===== src/include/ex_stage_cfg.svh =====
// ------------------------------------------------------------
// execute stage configuration macros
// data width, register address width and field widths
// ------------------------------------------------------------

`ifndef EX_STAGE_CFG_SVH
`define EX_STAGE_CFG_SVH

// data and address width
`define EX_XLEN 32

// register file address
`define EX_REGA_W 5

// size fields
`define EX_FUNCT3_W 3
`define EX_INS_SIZE_W 2

`endif

===== src/hw/ex_isa_pkg.sv =====
// ------------------------------------------------------------
// ISA level types for the execute stage
// ALU operations, zones, funct3 codes, instruction size
// ------------------------------------------------------------

`include "ex_stage_cfg.svh"

package ex_isa_pkg;

    // ALU operation select
    typedef enum logic [3:0] {
        alu_add  = 4'd0,
        alu_sub  = 4'd1,
        alu_and  = 4'd2,
        alu_or   = 4'd3,
        alu_xor  = 4'd4,
        alu_sll  = 4'd5,
        alu_srl  = 4'd6,
        alu_sra  = 4'd7,
        alu_slt  = 4'd8,
        alu_sltu = 4'd9
    } alu_op_e;

    // where the result of an instruction goes
    typedef enum logic [1:0] {
        zone_none    = 2'd0,
        zone_regfile = 2'd1,
        zone_loadq   = 2'd2,
        zone_storeq  = 2'd3
    } zone_e;

    typedef logic [`EX_FUNCT3_W-1:0]   funct3_t;
    typedef logic [`EX_INS_SIZE_W-1:0] ins_size_t;

    // branch compare codes
    localparam funct3_t f3_eq  = 3'b000;
    localparam funct3_t f3_ne  = 3'b001;
    localparam funct3_t f3_lt  = 3'b100;
    localparam funct3_t f3_ge  = 3'b101;
    localparam funct3_t f3_ltu = 3'b110;
    localparam funct3_t f3_geu = 3'b111;

    // access sizes, byte is 3'b000 and never misaligned
    localparam funct3_t f3_half = 3'b001;
    localparam funct3_t f3_word = 3'b010;

endpackage


===== src/hw/ex_bus_pkg.sv =====
// ------------------------------------------------------------
// structs carried between decode, execute and the outside
// control word, ALU request, held pipe state,
// write-back and load/store queue request
// ------------------------------------------------------------

`include "ex_stage_cfg.svh"

package ex_bus_pkg;

    import ex_isa_pkg::*;

    // issued control word from the decode stage
    typedef struct packed {
        logic                  valid;
        zone_e                 zone;
        logic                  cond;
        logic                  link;
        logic                  jump;
        ins_size_t             ins_size;
        funct3_t               funct3;
        logic [`EX_REGA_W-1:0] regd_addr;
        logic [`EX_XLEN-1:0]   pc;
        logic [`EX_XLEN-1:0]   regs2_data;
    } ex_ctrl_t;

    // operands for the ALU and the branch compare
    typedef struct packed {
        alu_op_e             op;
        logic [`EX_XLEN-1:0] left;
        logic [`EX_XLEN-1:0] right;
        logic [`EX_XLEN-1:0] cmp_left;
        logic [`EX_XLEN-1:0] cmp_right;
    } alu_req_t;

    // held instruction, zone already one-hot
    typedef struct packed {
        logic                  valid;
        logic                  lq;
        logic                  sq;
        logic                  regd_wr;
        logic                  cond;
        logic                  link;
        logic                  jump;
        funct3_t               funct3;
        logic [`EX_REGA_W-1:0] regd_addr;
        logic [`EX_XLEN-1:0]   pc_inc;
        logic [`EX_XLEN-1:0]   regs2_data;
    } ex_pipe_t;

    typedef struct packed {
        logic                  wr;
        logic [`EX_REGA_W-1:0] addr;
        logic [`EX_XLEN-1:0]   data;
    } wb_t;

    typedef struct packed {
        logic                  lq_wr;
        logic                  sq_wr;
        funct3_t               funct3;
        logic [`EX_REGA_W-1:0] regd_addr;
        logic [`EX_XLEN-1:0]   data;
        logic [`EX_XLEN-1:0]   addr;
    } lsq_req_t;

endpackage


===== src/hw/ex_stage.sv =====
// ------------------------------------------------------------
// execute stage top level
// issue register, ALU and result logic
// ------------------------------------------------------------

`include "ex_stage_cfg.svh"

module ex_stage
    import ex_bus_pkg::*;
(
    input  logic                clk_i,
    input  logic                reset_i,
    input  ex_ctrl_t            ctrl_i,
    input  alu_req_t            alu_i,
    input  logic                lsq_full_i,
    output logic                ids_stall_o,
    output wb_t                 wb_o,
    output lsq_req_t            lsq_o,
    output logic                cncl_load_o,
    output logic                misalign_o,
    output logic                jump_o,
    output logic [`EX_XLEN-1:0] jump_addr_o
);

    logic                stall;
    logic                stage_en;
    ex_pipe_t            pipe;
    logic [`EX_XLEN-1:0] alu_result;
    logic                alu_cmp;

    // hold everything while the queue is full
    assign stage_en    = ~stall;
    assign ids_stall_o = stall;

    ex_decode i_ex_decode (
        .clk_i      (clk_i),
        .reset_i    (reset_i),
        .stage_en_i (stage_en),
        .ctrl_i     (ctrl_i),
        .pipe_o     (pipe)
    );

    // compare code shares the funct3 field
    ex_alu i_ex_alu (
        .clk_i        (clk_i),
        .reset_i      (reset_i),
        .stage_en_i   (stage_en),
        .req_i        (alu_i),
        .cmp_funct3_i (ctrl_i.funct3),
        .result_o     (alu_result),
        .cmp_o        (alu_cmp)
    );

    ex_result i_ex_result (
        .clk_i        (clk_i),
        .reset_i      (reset_i),
        .pipe_i       (pipe),
        .alu_result_i (alu_result),
        .cmp_i        (alu_cmp),
        .lsq_full_i   (lsq_full_i),
        .stall_o      (stall),
        .wb_o         (wb_o),
        .lsq_o        (lsq_o),
        .cncl_load_o  (cncl_load_o),
        .misalign_o   (misalign_o),
        .jump_o       (jump_o),
        .jump_addr_o  (jump_addr_o)
    );

endmodule


===== src/hw/ex_result.sv =====
// ------------------------------------------------------------
// commit qualification and misaligned access check
// write-back, load/store queue request, jump, stall
// ------------------------------------------------------------

`include "ex_stage_cfg.svh"

module ex_result
    import ex_isa_pkg::*;
    import ex_bus_pkg::*;
(
    input  logic                clk_i,
    input  logic                reset_i,
    input  ex_pipe_t            pipe_i,
    input  logic [`EX_XLEN-1:0] alu_result_i,
    input  logic                cmp_i,
    input  logic                lsq_full_i,
    output logic                stall_o,
    output wb_t                 wb_o,
    output lsq_req_t            lsq_o,
    output logic                cncl_load_o,
    output logic                misalign_o,
    output logic                jump_o,
    output logic [`EX_XLEN-1:0] jump_addr_o
);

    logic access;
    logic misaligned;
    logic exec;
    logic commit;
    logic stage_en;

    // ------------------------------------------------------------
    // qualification
    // ------------------------------------------------------------
    assign access = pipe_i.lq | pipe_i.sq;

    always_comb begin
        misaligned = 1'b0;
        if (pipe_i.funct3 == f3_half) begin
            misaligned = alu_result_i[0];
        end else if (pipe_i.funct3 == f3_word) begin
            misaligned = |alu_result_i[1:0];
        end
    end

    // branch taken or unconditional
    assign exec   = pipe_i.valid & (cmp_i | ~pipe_i.cond);
    assign commit = exec & ~(access & misaligned);

    // ------------------------------------------------------------
    // stall on a full queue
    // ------------------------------------------------------------
    assign stall_o  = commit & access & lsq_full_i;
    assign stage_en = ~stall_o;

    // ------------------------------------------------------------
    // strobes and payload
    // ------------------------------------------------------------
    assign wb_o.wr   = stage_en & commit & pipe_i.regd_wr;
    assign wb_o.addr = pipe_i.regd_addr;
    assign wb_o.data = pipe_i.link ? pipe_i.pc_inc : alu_result_i;

    assign lsq_o.lq_wr     = stage_en & commit & pipe_i.lq;
    assign lsq_o.sq_wr     = stage_en & commit & pipe_i.sq;
    assign lsq_o.funct3    = pipe_i.funct3;
    assign lsq_o.regd_addr = pipe_i.regd_addr;
    assign lsq_o.data      = pipe_i.regs2_data;
    assign lsq_o.addr      = alu_result_i;

    // load that will never write back its register
    assign cncl_load_o = stage_en & pipe_i.valid & pipe_i.lq & ~commit;
    assign misalign_o  = stage_en & exec & access & misaligned;

    assign jump_o      = stage_en & commit & pipe_i.jump;
    assign jump_addr_o = {alu_result_i[`EX_XLEN-1:1], 1'b0};

    // zone decode upstream keeps the queue strobes apart
    a_lq_sq_excl: assert property (@(posedge clk_i) disable iff (reset_i)
        !(lsq_o.lq_wr && lsq_o.sq_wr));

    // held instruction stays put while the queue is full
    a_hold_in_stall: assert property (@(posedge clk_i) disable iff (reset_i)
        stall_o |=> $stable(pipe_i) && $stable(alu_result_i) && $stable(cmp_i));

endmodule


===== src/hw/ex_alu.sv =====
// ------------------------------------------------------------
// registered ALU and branch compare
// both outputs update on the stage enable
// ------------------------------------------------------------

`include "ex_stage_cfg.svh"

module ex_alu
    import ex_isa_pkg::*;
    import ex_bus_pkg::*;
(
    input  logic                clk_i,
    input  logic                reset_i,
    input  logic                stage_en_i,
    input  alu_req_t            req_i,
    input  funct3_t             cmp_funct3_i,
    output logic [`EX_XLEN-1:0] result_o,
    output logic                cmp_o
);

    logic [`EX_XLEN-1:0] result_d;
    logic [`EX_XLEN-1:0] result_q;
    logic                cmp_d;
    logic                cmp_q;
    logic [4:0]          shamt;

    assign shamt = req_i.right[4:0];

    // ------------------------------------------------------------
    // arithmetic / logic
    // ------------------------------------------------------------
    always_comb begin
        case (req_i.op)
            alu_add:  result_d = req_i.left + req_i.right;
            alu_sub:  result_d = req_i.left - req_i.right;
            alu_and:  result_d = req_i.left & req_i.right;
            alu_or:   result_d = req_i.left | req_i.right;
            alu_xor:  result_d = req_i.left ^ req_i.right;
            alu_sll:  result_d = req_i.left << shamt;
            alu_srl:  result_d = req_i.left >> shamt;
            alu_sra:  result_d = $signed(req_i.left) >>> shamt;
            alu_slt:  result_d = {{(`EX_XLEN-1){1'b0}},
                                  $signed(req_i.left) < $signed(req_i.right)};
            alu_sltu: result_d = {{(`EX_XLEN-1){1'b0}}, req_i.left < req_i.right};
            default:  result_d = '0;
        endcase
    end

    // ------------------------------------------------------------
    // branch compare
    // ------------------------------------------------------------
    always_comb begin
        case (cmp_funct3_i)
            f3_eq:   cmp_d = (req_i.cmp_left == req_i.cmp_right);
            f3_ne:   cmp_d = (req_i.cmp_left != req_i.cmp_right);
            f3_lt:   cmp_d = ($signed(req_i.cmp_left) <  $signed(req_i.cmp_right));
            f3_ge:   cmp_d = ($signed(req_i.cmp_left) >= $signed(req_i.cmp_right));
            f3_ltu:  cmp_d = (req_i.cmp_left <  req_i.cmp_right);
            f3_geu:  cmp_d = (req_i.cmp_left >= req_i.cmp_right);
            default: cmp_d = 1'b0;
        endcase
    end

    always_ff @(posedge clk_i) begin
        if (reset_i) begin
            cmp_q <= 1'b0;
        end else if (stage_en_i) begin
            cmp_q <= cmp_d;
        end
    end

    always_ff @(posedge clk_i) begin
        if (stage_en_i) begin
            result_q <= result_d;
        end
    end

    assign result_o = result_q;
    assign cmp_o    = cmp_q;

    // decode never issues an undefined operation
    a_op_defined: assert property (@(posedge clk_i) disable iff (reset_i)
        stage_en_i |-> req_i.op inside {[alu_add:alu_sltu]});

endmodule


===== src/hw/ex_decode.sv =====
// ------------------------------------------------------------
// issue delay register
// zone decode to one-hot flags, link address precompute
// ------------------------------------------------------------

`include "ex_stage_cfg.svh"

module ex_decode
    import ex_isa_pkg::*;
    import ex_bus_pkg::*;
(
    input  logic     clk_i,
    input  logic     reset_i,
    input  logic     stage_en_i,
    input  ex_ctrl_t ctrl_i,
    output ex_pipe_t pipe_o
);

    ex_pipe_t pipe_q;

    assign pipe_o = pipe_q;

    // ------------------------------------------------------------
    // control flags
    // ------------------------------------------------------------
    always_ff @(posedge clk_i) begin
        if (reset_i) begin
            pipe_q.valid   <= 1'b0;
            pipe_q.lq      <= 1'b0;
            pipe_q.sq      <= 1'b0;
            pipe_q.regd_wr <= 1'b0;
            pipe_q.cond    <= 1'b0;
            pipe_q.link    <= 1'b0;
            pipe_q.jump    <= 1'b0;
        end else if (stage_en_i) begin
            pipe_q.valid   <= ctrl_i.valid;
            // zone decode
            pipe_q.lq      <= (ctrl_i.zone == zone_loadq);
            pipe_q.sq      <= (ctrl_i.zone == zone_storeq);
            pipe_q.regd_wr <= (ctrl_i.zone == zone_regfile);
            pipe_q.cond    <= ctrl_i.cond;
            pipe_q.link    <= ctrl_i.link;
            pipe_q.jump    <= ctrl_i.jump;
        end
    end

    // ------------------------------------------------------------
    // payload
    // ------------------------------------------------------------
    always_ff @(posedge clk_i) begin
        if (stage_en_i) begin
            pipe_q.funct3     <= ctrl_i.funct3;
            pipe_q.regd_addr  <= ctrl_i.regd_addr;
            pipe_q.regs2_data <= ctrl_i.regs2_data;
            // link value, ins_size counts half-words
            pipe_q.pc_inc     <= ctrl_i.pc
                + {{(`EX_XLEN-`EX_INS_SIZE_W-1){1'b0}}, ctrl_i.ins_size, 1'b0};
        end
    end

    // one destination per held instruction
    a_zone_onehot: assert property (@(posedge clk_i) disable iff (reset_i)
        $onehot0({pipe_q.lq, pipe_q.sq, pipe_q.regd_wr}));

endmodule


===== config.mk =====
export PLATFORM = sky130hd
export DESIGN_NAME = ex_stage
export DESIGN_NICKNAME = d
export VERILOG_FILES = /design/src/hw/ex_isa_pkg.sv /design/src/hw/ex_bus_pkg.sv /design/src/hw/ex_stage.sv /design/src/hw/ex_result.sv /design/src/hw/ex_alu.sv /design/src/hw/ex_decode.sv
export VERILOG_INCLUDE_DIRS = /design/src /design/src/include
export SDC_FILE = /design/constraint.sdc
export NUM_CORES = 1
export LEC_CHECK = 0
export ABC_AREA = 0
export BUFFER_PORTS_ARGS = -buffer_cell sky130_fd_sc_hd__buf_2
export CAP_MARGIN = 40
export CORE_MARGIN = 8
export CORE_UTILIZATION = 40
export CTS_CLUSTER_SIZE = 8
export DETAILED_ROUTE_END_ITERATION = 16
export PLACE_DENSITY = 0.62
export REMOVE_ABC_BUFFERS = 1
export SYNTH_ARGS = -nofsm -noshare
export SYNTH_HDL_FRONTEND = slang
export SYNTH_HIERARCHICAL = 1
export SYNTH_SLANG_ARGS = --single-unit

===== constraint.sdc =====
create_clock -name clk_i -period 5.9 [get_ports clk_i]
set_input_delay 0.59 -clock clk_i [delete_from_list [all_inputs] [get_ports clk_i]]
set_output_delay 0.59 -clock clk_i [all_outputs]
set_load 0.03 [all_outputs]

-- After elaboration in Yosys (flattened, before gate mapping)
Cells that the tools add are included.
- bits in registers: 112
- input port bits: 215
- output and inout port bits: 148
- word-level logic and storage cells: 79
- add/sub/neg operators: 3
- magnitude comparators: 6
- equality and inequality tests: 21
- shift-type cells: 3
- mux-type cells: 5
- bitwise gates (word level): 25
- reductions and logical operators: 3
- operators by type and width (operator ; number):
    $pmux W32 S10 ; 1
    $lt A32 B32 Y1 ; 4
    $ge A32 B32 Y1 ; 2
    $add A32 B3 Y32 ; 1
    $add A32 B32 Y32 ; 1
    $and A32 B32 Y32 ; 1
    $eq A32 B32 Y1 ; 1
    $mux W32 ; 1
    $ne A32 B32 Y1 ; 1
    $or A32 B32 Y32 ; 1
    $shl A32 B5 Y32 ; 1
    $shr A32 B5 Y32 ; 1
    $sshr A32 B5 Y32 ; 1
    $sub A32 B32 Y32 ; 1
    $xor A32 B32 Y32 ; 1
    $and A1 B1 Y1 ; 16
    $eq A4 B3 Y1 const B ; 4
    $eq A3 B3 Y1 const B ; 4
    $eq A4 B2 Y1 const B ; 2
    $eq A4 B4 Y1 const B ; 2
    $eq A3 B1 Y1 const B ; 2
    $pmux W1 S6 ; 1
    $eq A2 B2 Y1 const B ; 2
    $eq A4 B1 Y1 const B ; 1
    other kinds (8) ; 13

-- Logic depth before layout (Yosys ltp)
Gate-level depths: netlist (run 1).
- depth in word-level cells: 12
- depth in mapped cells: 14

-- Modules after synthesis
Netlist (run 1), hierarchy kept.
- modules (own cells, without submodules) (module ; times used ; cells each ; area each (um^2) ; sequential area each (um^2)):
    ex_alu ; 1 ; 1386 ; 10323.7 ; 980.9
    ex_decode ; 1 ; 184 ; 3070.4 ; 2302.2
    ex_result ; 1 ; 164 ; 1338.8 ; 0.0
    ex_stage ; 1 ; 1 ; 3.8 ; 0.0

-- Worst setup path after synthesis (run 1)
No wires, ideal clock.
- path type: reg-to-reg
- start: reg i_ex_decode.pipe_q, in the netlist i_ex_decode/pipe_o[69]
- end: reg i_ex_decode.pipe_q, in the netlist i_ex_decode/pipe_o[76]
- data arrival time: 4454 ps
- required time: 5830 ps
- slack: 1376 ps
- cell stages (with the launch flop): 8
- buffers on the path: 1
- period minus slack after synthesis: 4524 ps
- cell sequence: edfxtp_1 -> xnor2_1 -> o21ai_2 -> nor4b_1 -> inv_1 -> clkbuf_1 -> nand2b_1 -> a21oi_1
- cells in the longest elaborated chain, start to end: 8
- elaborated cells on any way between the ends: 9
- ends and longest elaborated chain (element ; RTL line ; RTL):
    from (decl) ; ex_decode.sv:19 ; ex_pipe_t pipe_q;
    $eq A3 B2 Y1 ; ex_result.sv:42 ; end else if (pipe_i.funct3 == f3_word) begin
    $mux W1 ; ex_result.sv:42 ;
    $mux W1 (*) ; ex_result.sv:40 ; if (pipe_i.funct3 == f3_half) begin
    $and A1 B1 Y1 (*) ; ex_result.sv:49 ; assign commit = exec & ~(access & misaligned);
    $not A1 Y1 (*) ; ex_result.sv:49 ;
    $and A1 B1 Y1 (*) ; ex_result.sv:49 ;
    $and A1 B1 Y1 (*) (2 in a row) ; ex_result.sv:54 ; assign stall_o = commit & access & lsq_full_i;
    via ids_stall_o ; ex_stage.sv:16 ; output logic ids_stall_o,
Mark *: on every way through the listed nets, which the timed path passes. The rest lies on a longest branch.
A chain may end at the register's enable or synchronous reset.

-- Worst setup path in the final report (run 1)
- start: in alu_i[64] (netlist name)
- end: reg i_ex_alu.result_q[30] (netlist: i_ex_alu/result_o[30]), data pin
- cells in the longest elaborated chain, start to end: 2
- elaborated cells on any way between the ends: 6
- ends and longest elaborated chain (element ; RTL line ; RTL):
    from (decl) ; ex_stage.sv:14 ; input alu_req_t alu_i,
    $sub A32 B32 Y32 (tied with other cells) ; ex_alu.sv:35 ; alu_sub: result_d = req_i.left - req_i.right;
    $pmux W32 S10 (*) ; ex_alu.sv:33 ; case (req_i.op)
    via i_ex_alu.result_d[30] ; ex_alu.sv:21 ; logic [`EX_XLEN-1:0] result_d;
    to (signal assigned) ; ex_alu.sv:74 ; result_q <= result_d;
    to (decl) ; ex_alu.sv:22 ; logic [`EX_XLEN-1:0] result_q;
Marked as above.

==> reports/metrics.cfg, run 1 <==
[critical_path]
cp-start-kind=primary input
arrival_ns=4.18
crit_path_end_kind=flip-flop
cp_data_required_time_ns=5.99
regToRegSetupSlack_ns=3.10
critical_path_class=in2reg
critical_path.max_fanout=68

[logic_synthesis]
synth_edf_count=104
synth-seq-cells=112
yosysSeqAreaShare=0.2228
ys_warn_count=6
synthDistinctLibCells=96
postSynthCellCount=1735
syn_area_sq_um=14740
async_flop_share=0
avgSynthCellArea_sq_um=8.494
synth_ff_type=edfxtp_1

[finish]
final_common_cell=buf_2
final_net_count=2272
antenna_cells=0
drive_gt1_frac=0.2676
final_cell_mix=buf_2 (361), nor2_1 (164), inv_1 (142)
area_delta_synth_final_pct=11.25

[clock_network]
hold_buffers=0
cts_buffers=9
htree_levels=3
clkSinkCount=112
clk_latency_ns=0.38
cts_buffer_depth=2
path_clk_slew_ns=0.10
post-cts-setup-buffers=0
cts_tree=built
cts_resized=0
cts-root-buf=clkbuf_16

[placed_design]
place_congestion=0.9934
dp_hpwl_mm=50.36
numPortBuffers=361

[sta]
maxSlewHeadroom=0.3288
hold_viol=0
setup_tns_ns=0
hold_slack_ns=0.3917
fmax_ghz=0.2445
slew_viol_final=0
clock_skew_ns=0.02101
fin_crit_ns=4.091
final-setup-viol-count=0
tightest_slew_ns=0.9814
fin_crit_sh=0.6934
rsz0062_at_grt=false

[grt]
overflow=0
grt_pass1_vias=14260
grt_first_pass_wirelength_mm=92.54
grt_usage=0.2757
grt_max_degree=69
antenna_found_initial=2

[route]
vias=14580
ant_nets=0
drt_iter0_markers=1285
wirelength_mm=62.19
vias_per_cell=6.083
first_pass_iters=6
remaining_drc_errors=0
wl_per_cell_microns=25.96

[hold_path]
hp-class=in2reg

[die]
initial_core_util=0.4045
ioPinCount=363
dieArea_sq_um=43240
coreArea_sq_um=36430
dieHeight_microns=207.9
die_w_microns=207.9
rows=70

[power_and_ir_drop]
leakage_nw=7.428
ir_drop_uv=164.1
p_per_area_nw_per_um2=188.2

[flow_run]
max_cap_violations=0

[status]
status=completed

[where the power goes]
group	leakage (nW)	internal (W)	switching, W
clock	0.152	0.000308	0.000338
combinational	6.08	0.000494	0.000952
sequential	1.19	0.000943	0.0000501
[synth_stat cells (all sizes together), types with 14 or more instances]
cell | n | area (sq um)
mux2 | 39 | 439.2
edfxtp | 104 | 3123
a221oi | 15 | 131.4
mux4 | 56 | 1261
nand3 | 42 | 227.7
a31oi | 30 | 187.7
nand4 | 32 | 200.2
nand2b | 17 | 106.4
xnor2 | 46 | 402.9
o21ai | 131 | 659.4
a211oi | 23 | 177.7
inv | 145 | 544.3
nand2 | 98 | 367.9
ha | 131 | 1639
nor4 | 14 | 117.6
nor3 | 35 | 175.2
a21oi | 113 | 565.5
clkbuf | 59 | 222.7
o211ai | 24 | 180.2
nor2 | 164 | 615.6
buf | 150 | 1044
mux2i | 35 | 350.3
a21o | 17 | 127.6
[critical path, stage by stage]
cell and delay, ns:
buf_4 0.67, ha_1 0.29, inv_1 0.06, fa_1 0.40, nand2b_1 0.14, a21oi_1 0.14, o211a_1 0.24, o21ai_1 0.44
a31oi_1 0.23, o221a_2 0.34, a22o_1 0.21, a221oi_1 0.26, o21ai_1 0.12
[layer usage]
layer  track usage  vias to the layer above  routed length [microns]
met3       0.04179                       90                     4667
met5             0                        -                       23
met4       0.07783                        4                     1794
met2        0.4575                      730                    29170
met1        0.3688                     7098                    26530
li1              -                     6653                        -
[per-stage QoR]
step	setup WS [ns]	cell area [sq um]	power (W)	utilization	instances
2_1_floorplan	1.111	13470	0.001875	-	1526
3_3_place_gp	1.534	16020	0.002432	0.4398	2375
3_5_place_dp	1.465	16080	0.002436	0.4413	2380
4_1_cts	1.877	16390	0.003098	0.4500	2396
5_1_grt	1.632	16390	0.003237	0.4500	2396
6_report	1.809	16390	0.003085	0.4500	2396
[area by class of cell]
cell class | count | area (sq um)
multi-input combinational | 1266 | 9637
tap | 468 | 585.6
inverter | 148 | 558.0
clock buffer | 9 | 225.2
timing repair buffer | 386 | 2014
fill | 3724 | 20040
sequential | 112 | 3283
clock inverter | 7 | 91.34
[state kept, by name (all words and copies together), names as in the netlist]
signal / cells
i_ex_decode/pipe_o: 79
i_ex_alu/cmp_o: 1
i_ex_alu/result_o: 32
[kinds of logic (layout without fill, tap and decap cells)]
kind of cell	count (synthesis)	in the layout	share of synthesized area
multiplexers	130	130	0.1392
adder cells (fa/ha/maj)	134	134	0.1153
XOR/XNOR	57	57	0.03388
flip-flops	112	112	0.2228
AO/OA/AOI/OAI	467	467	0.2052
AND/OR/NAND/NOR	477	477	0.1598
other	1	1	0.0002545
buffers and inverters	357	550	0.1236
[worst paths after layout]
check | from | end | cells after the start
worst max-delay path | alu_i[64] | i_ex_alu/result_o[30] | 13
worst max register to register | i_ex_decode/pipe_o[69] | i_ex_decode/pipe_o[7] | 6
worst min-delay path | ctrl_i[23] | i_ex_decode/pipe_o[23] | 1
worst min register to register | i_ex_decode/pipe_o[75] | i_ex_decode/pipe_o[75] | 2
No activity file was read; power rests on OpenSTA's default activity.
==> inputs of run 2 (changes only) <==
- PLACE_DENSITY: 0.62 -> 0.64
- clock period: 5.9 -> 3.5 ns (I/O delays scaled with it)
==> reports/metrics.cfg, run 2 (synthesis results as in run 1) <==
[status]
status=completed

[hold_path]
hp-class=in2reg
whs_path_depth=1
min_from=ctrl_i[23]
min_to=i_ex_decode/pipe_o[23]

[critical_path]
cp_data_required_time_ns=3.61
regToRegSetupSlack_ns=0.88
crit_path_end_kind=flip-flop
r2r-start=i_ex_decode/pipe_o[70]
r2r_end=i_ex_decode/pipe_o[75]
cp-start-kind=primary input
critical_path_class=in2reg
reg2regPathDepth=7
critical_path.max_fanout=21
arrival_ns=3.23

[sta]
clock_skew_ns=0.01253
fin_crit_ns=3.116
final-setup-viol-count=0
setup_tns_ns=0
slew_viol_final=0
fin_crit_sh=0.8903
hold_slack_ns=0.1697
fmax_ghz=0.3209
tightest_slew_ns=0.7612
rsz0062_at_grt=false
hold_viol=0
maxSlewHeadroom=0.4887

[route]
drt_iter0_markers=1440
vias=15130
ant_nets=0
remaining_drc_errors=0
wl_per_cell_microns=25.52
vias_per_cell=6.010
wirelength_mm=64.27
first_pass_iters=6

[finish]
largest_reg_flops=79
final_net_count=2395
fillers=3565
drive_gt1_frac=0.3109
area_delta_synth_final_pct=17.34
final_cell_mix=buf_2 (360), nor2_1 (164), buf_4 (145)
final_common_cell=buf_2

[clock_network]
htree_levels=3
clk_latency_ns=0.36
cts_resized=0
clkSinkCount=112
hold_buffers=0
cts_tree=built
post-cts-setup-buffers=0
path_clk_slew_ns=0.08
cts_buffers=9
cts_buffer_depth=2
cts-root-buf=clkbuf_16

[placed_design]
numPortBuffers=361
place_congestion=1.003
dp_hpwl_mm=53.42

[power_and_ir_drop]
p_per_area_nw_per_um2=304.0
p_comb_frac=0.497
p_seq_frac=0.319
leakage_nw=7.998
swShare=0.4225
intPower_w=0.003035
ir_drop_uv=202.5
p_clk_frac=0.183
p_sw_w=0.002221

[die]
coreArea_sq_um=36430
dieHeight_microns=207.9
ioPinCount=363
rows=70
die_w_microns=207.9
initial_core_util=0.4045
dieArea_sq_um=43240

[grt]
grt_usage=0.2846
overflow=0
grt_pass1_vias=14860
grt_first_pass_wirelength_mm=94.79
antenna_found_initial=4
grt_max_degree=57

[flow_run]
max_cap_violations=0

-- run 2: per-layer routing --
metal / vias to the layer above / GRT usage / wire, microns
met1: 7273 / 0.3582 / 25690
met2: 814 / 0.4666 / 29850
met5: - / 0 / 30
li1: 6904 / - / -
met4: 4 / 0.1346 / 3168
met3: 138 / 0.05381 / 5528
-- run 2: layout make-up --
class / count / area [sq um] / share of cell area
Antenna cell: 1 / 2.502 / 0.0001447
Clock buffer: 9 / 225.2 / 0.01302
Clock inverter: 5 / 46.29 / 0.002677
Inverter: 148 / 558.0 / 0.03227
Multi-Input combinational cell: 1266 / 9637 / 0.5573
Sequential cell: 112 / 3283 / 0.1899
Tap cell: 468 / 585.6 / 0.03386
Timing Repair Buffer: 509 / 2954 / 0.1708
-- run 2: power groups by stage --
stage	combinational (W)	sequential [W]	clock [W]
4_1_cts	0.00258	0.00168	0.000998
6_report	0.00261	0.00168	0.000963
5_1_grt	0.00278	0.00169	0.00104
3_3_place_gp	0.00257	0.00171	0
2_1_floorplan	0.00122	0.00195	0
3_5_place_dp	0.00257	0.00171	0
-- run 2: per-stage QoR --
stage               cells  cell area [sq um]  power, W  utilization  setup slack [ns]
finish               2518              17290  0.005257       0.4746            0.3838
CTS                  2517              17290  0.005264       0.4745            0.3696
detailed placement   2503              17020  0.004286       0.4671          -0.02054
global placement     2502              17010  0.004274       0.4670          -0.08700
floorplan            1526              13470  0.003161            -            -1.289
global route         2518              17290  0.005512       0.4746            0.2186
-- run 2: worst max path at each step --
stage	startpoint	end	slack, ns	cells past startpoint
5_1_grt	alu_i[65]	i_ex_alu/result_o[30]	0.22	10
6_report	alu_i[65]	i_ex_alu/result_o[30]	0.38	10
3_5_place_dp	alu_i[65]	i_ex_alu/result_o[30]	-0.02	10
2_1_floorplan	i_ex_alu/result_o[1]	i_ex_alu/cmp_o	-1.29	7
4_1_cts	alu_i[65]	i_ex_alu/result_o[30]	0.37	10
3_3_place_gp	alu_i[64]	i_ex_alu/result_o[28]	-0.09	9
-- run 2: worst max-delay path, stage by stage --
cell and delay, ns:
buf_2 0.09, buf_4 0.26, buf_4 0.34, mux4_2 0.60, mux4_2 0.48, a211oi_1 0.26, a21oi_1 0.07, a2111oi_0 0.49
buf_4 0.23, o21ai_1 0.06
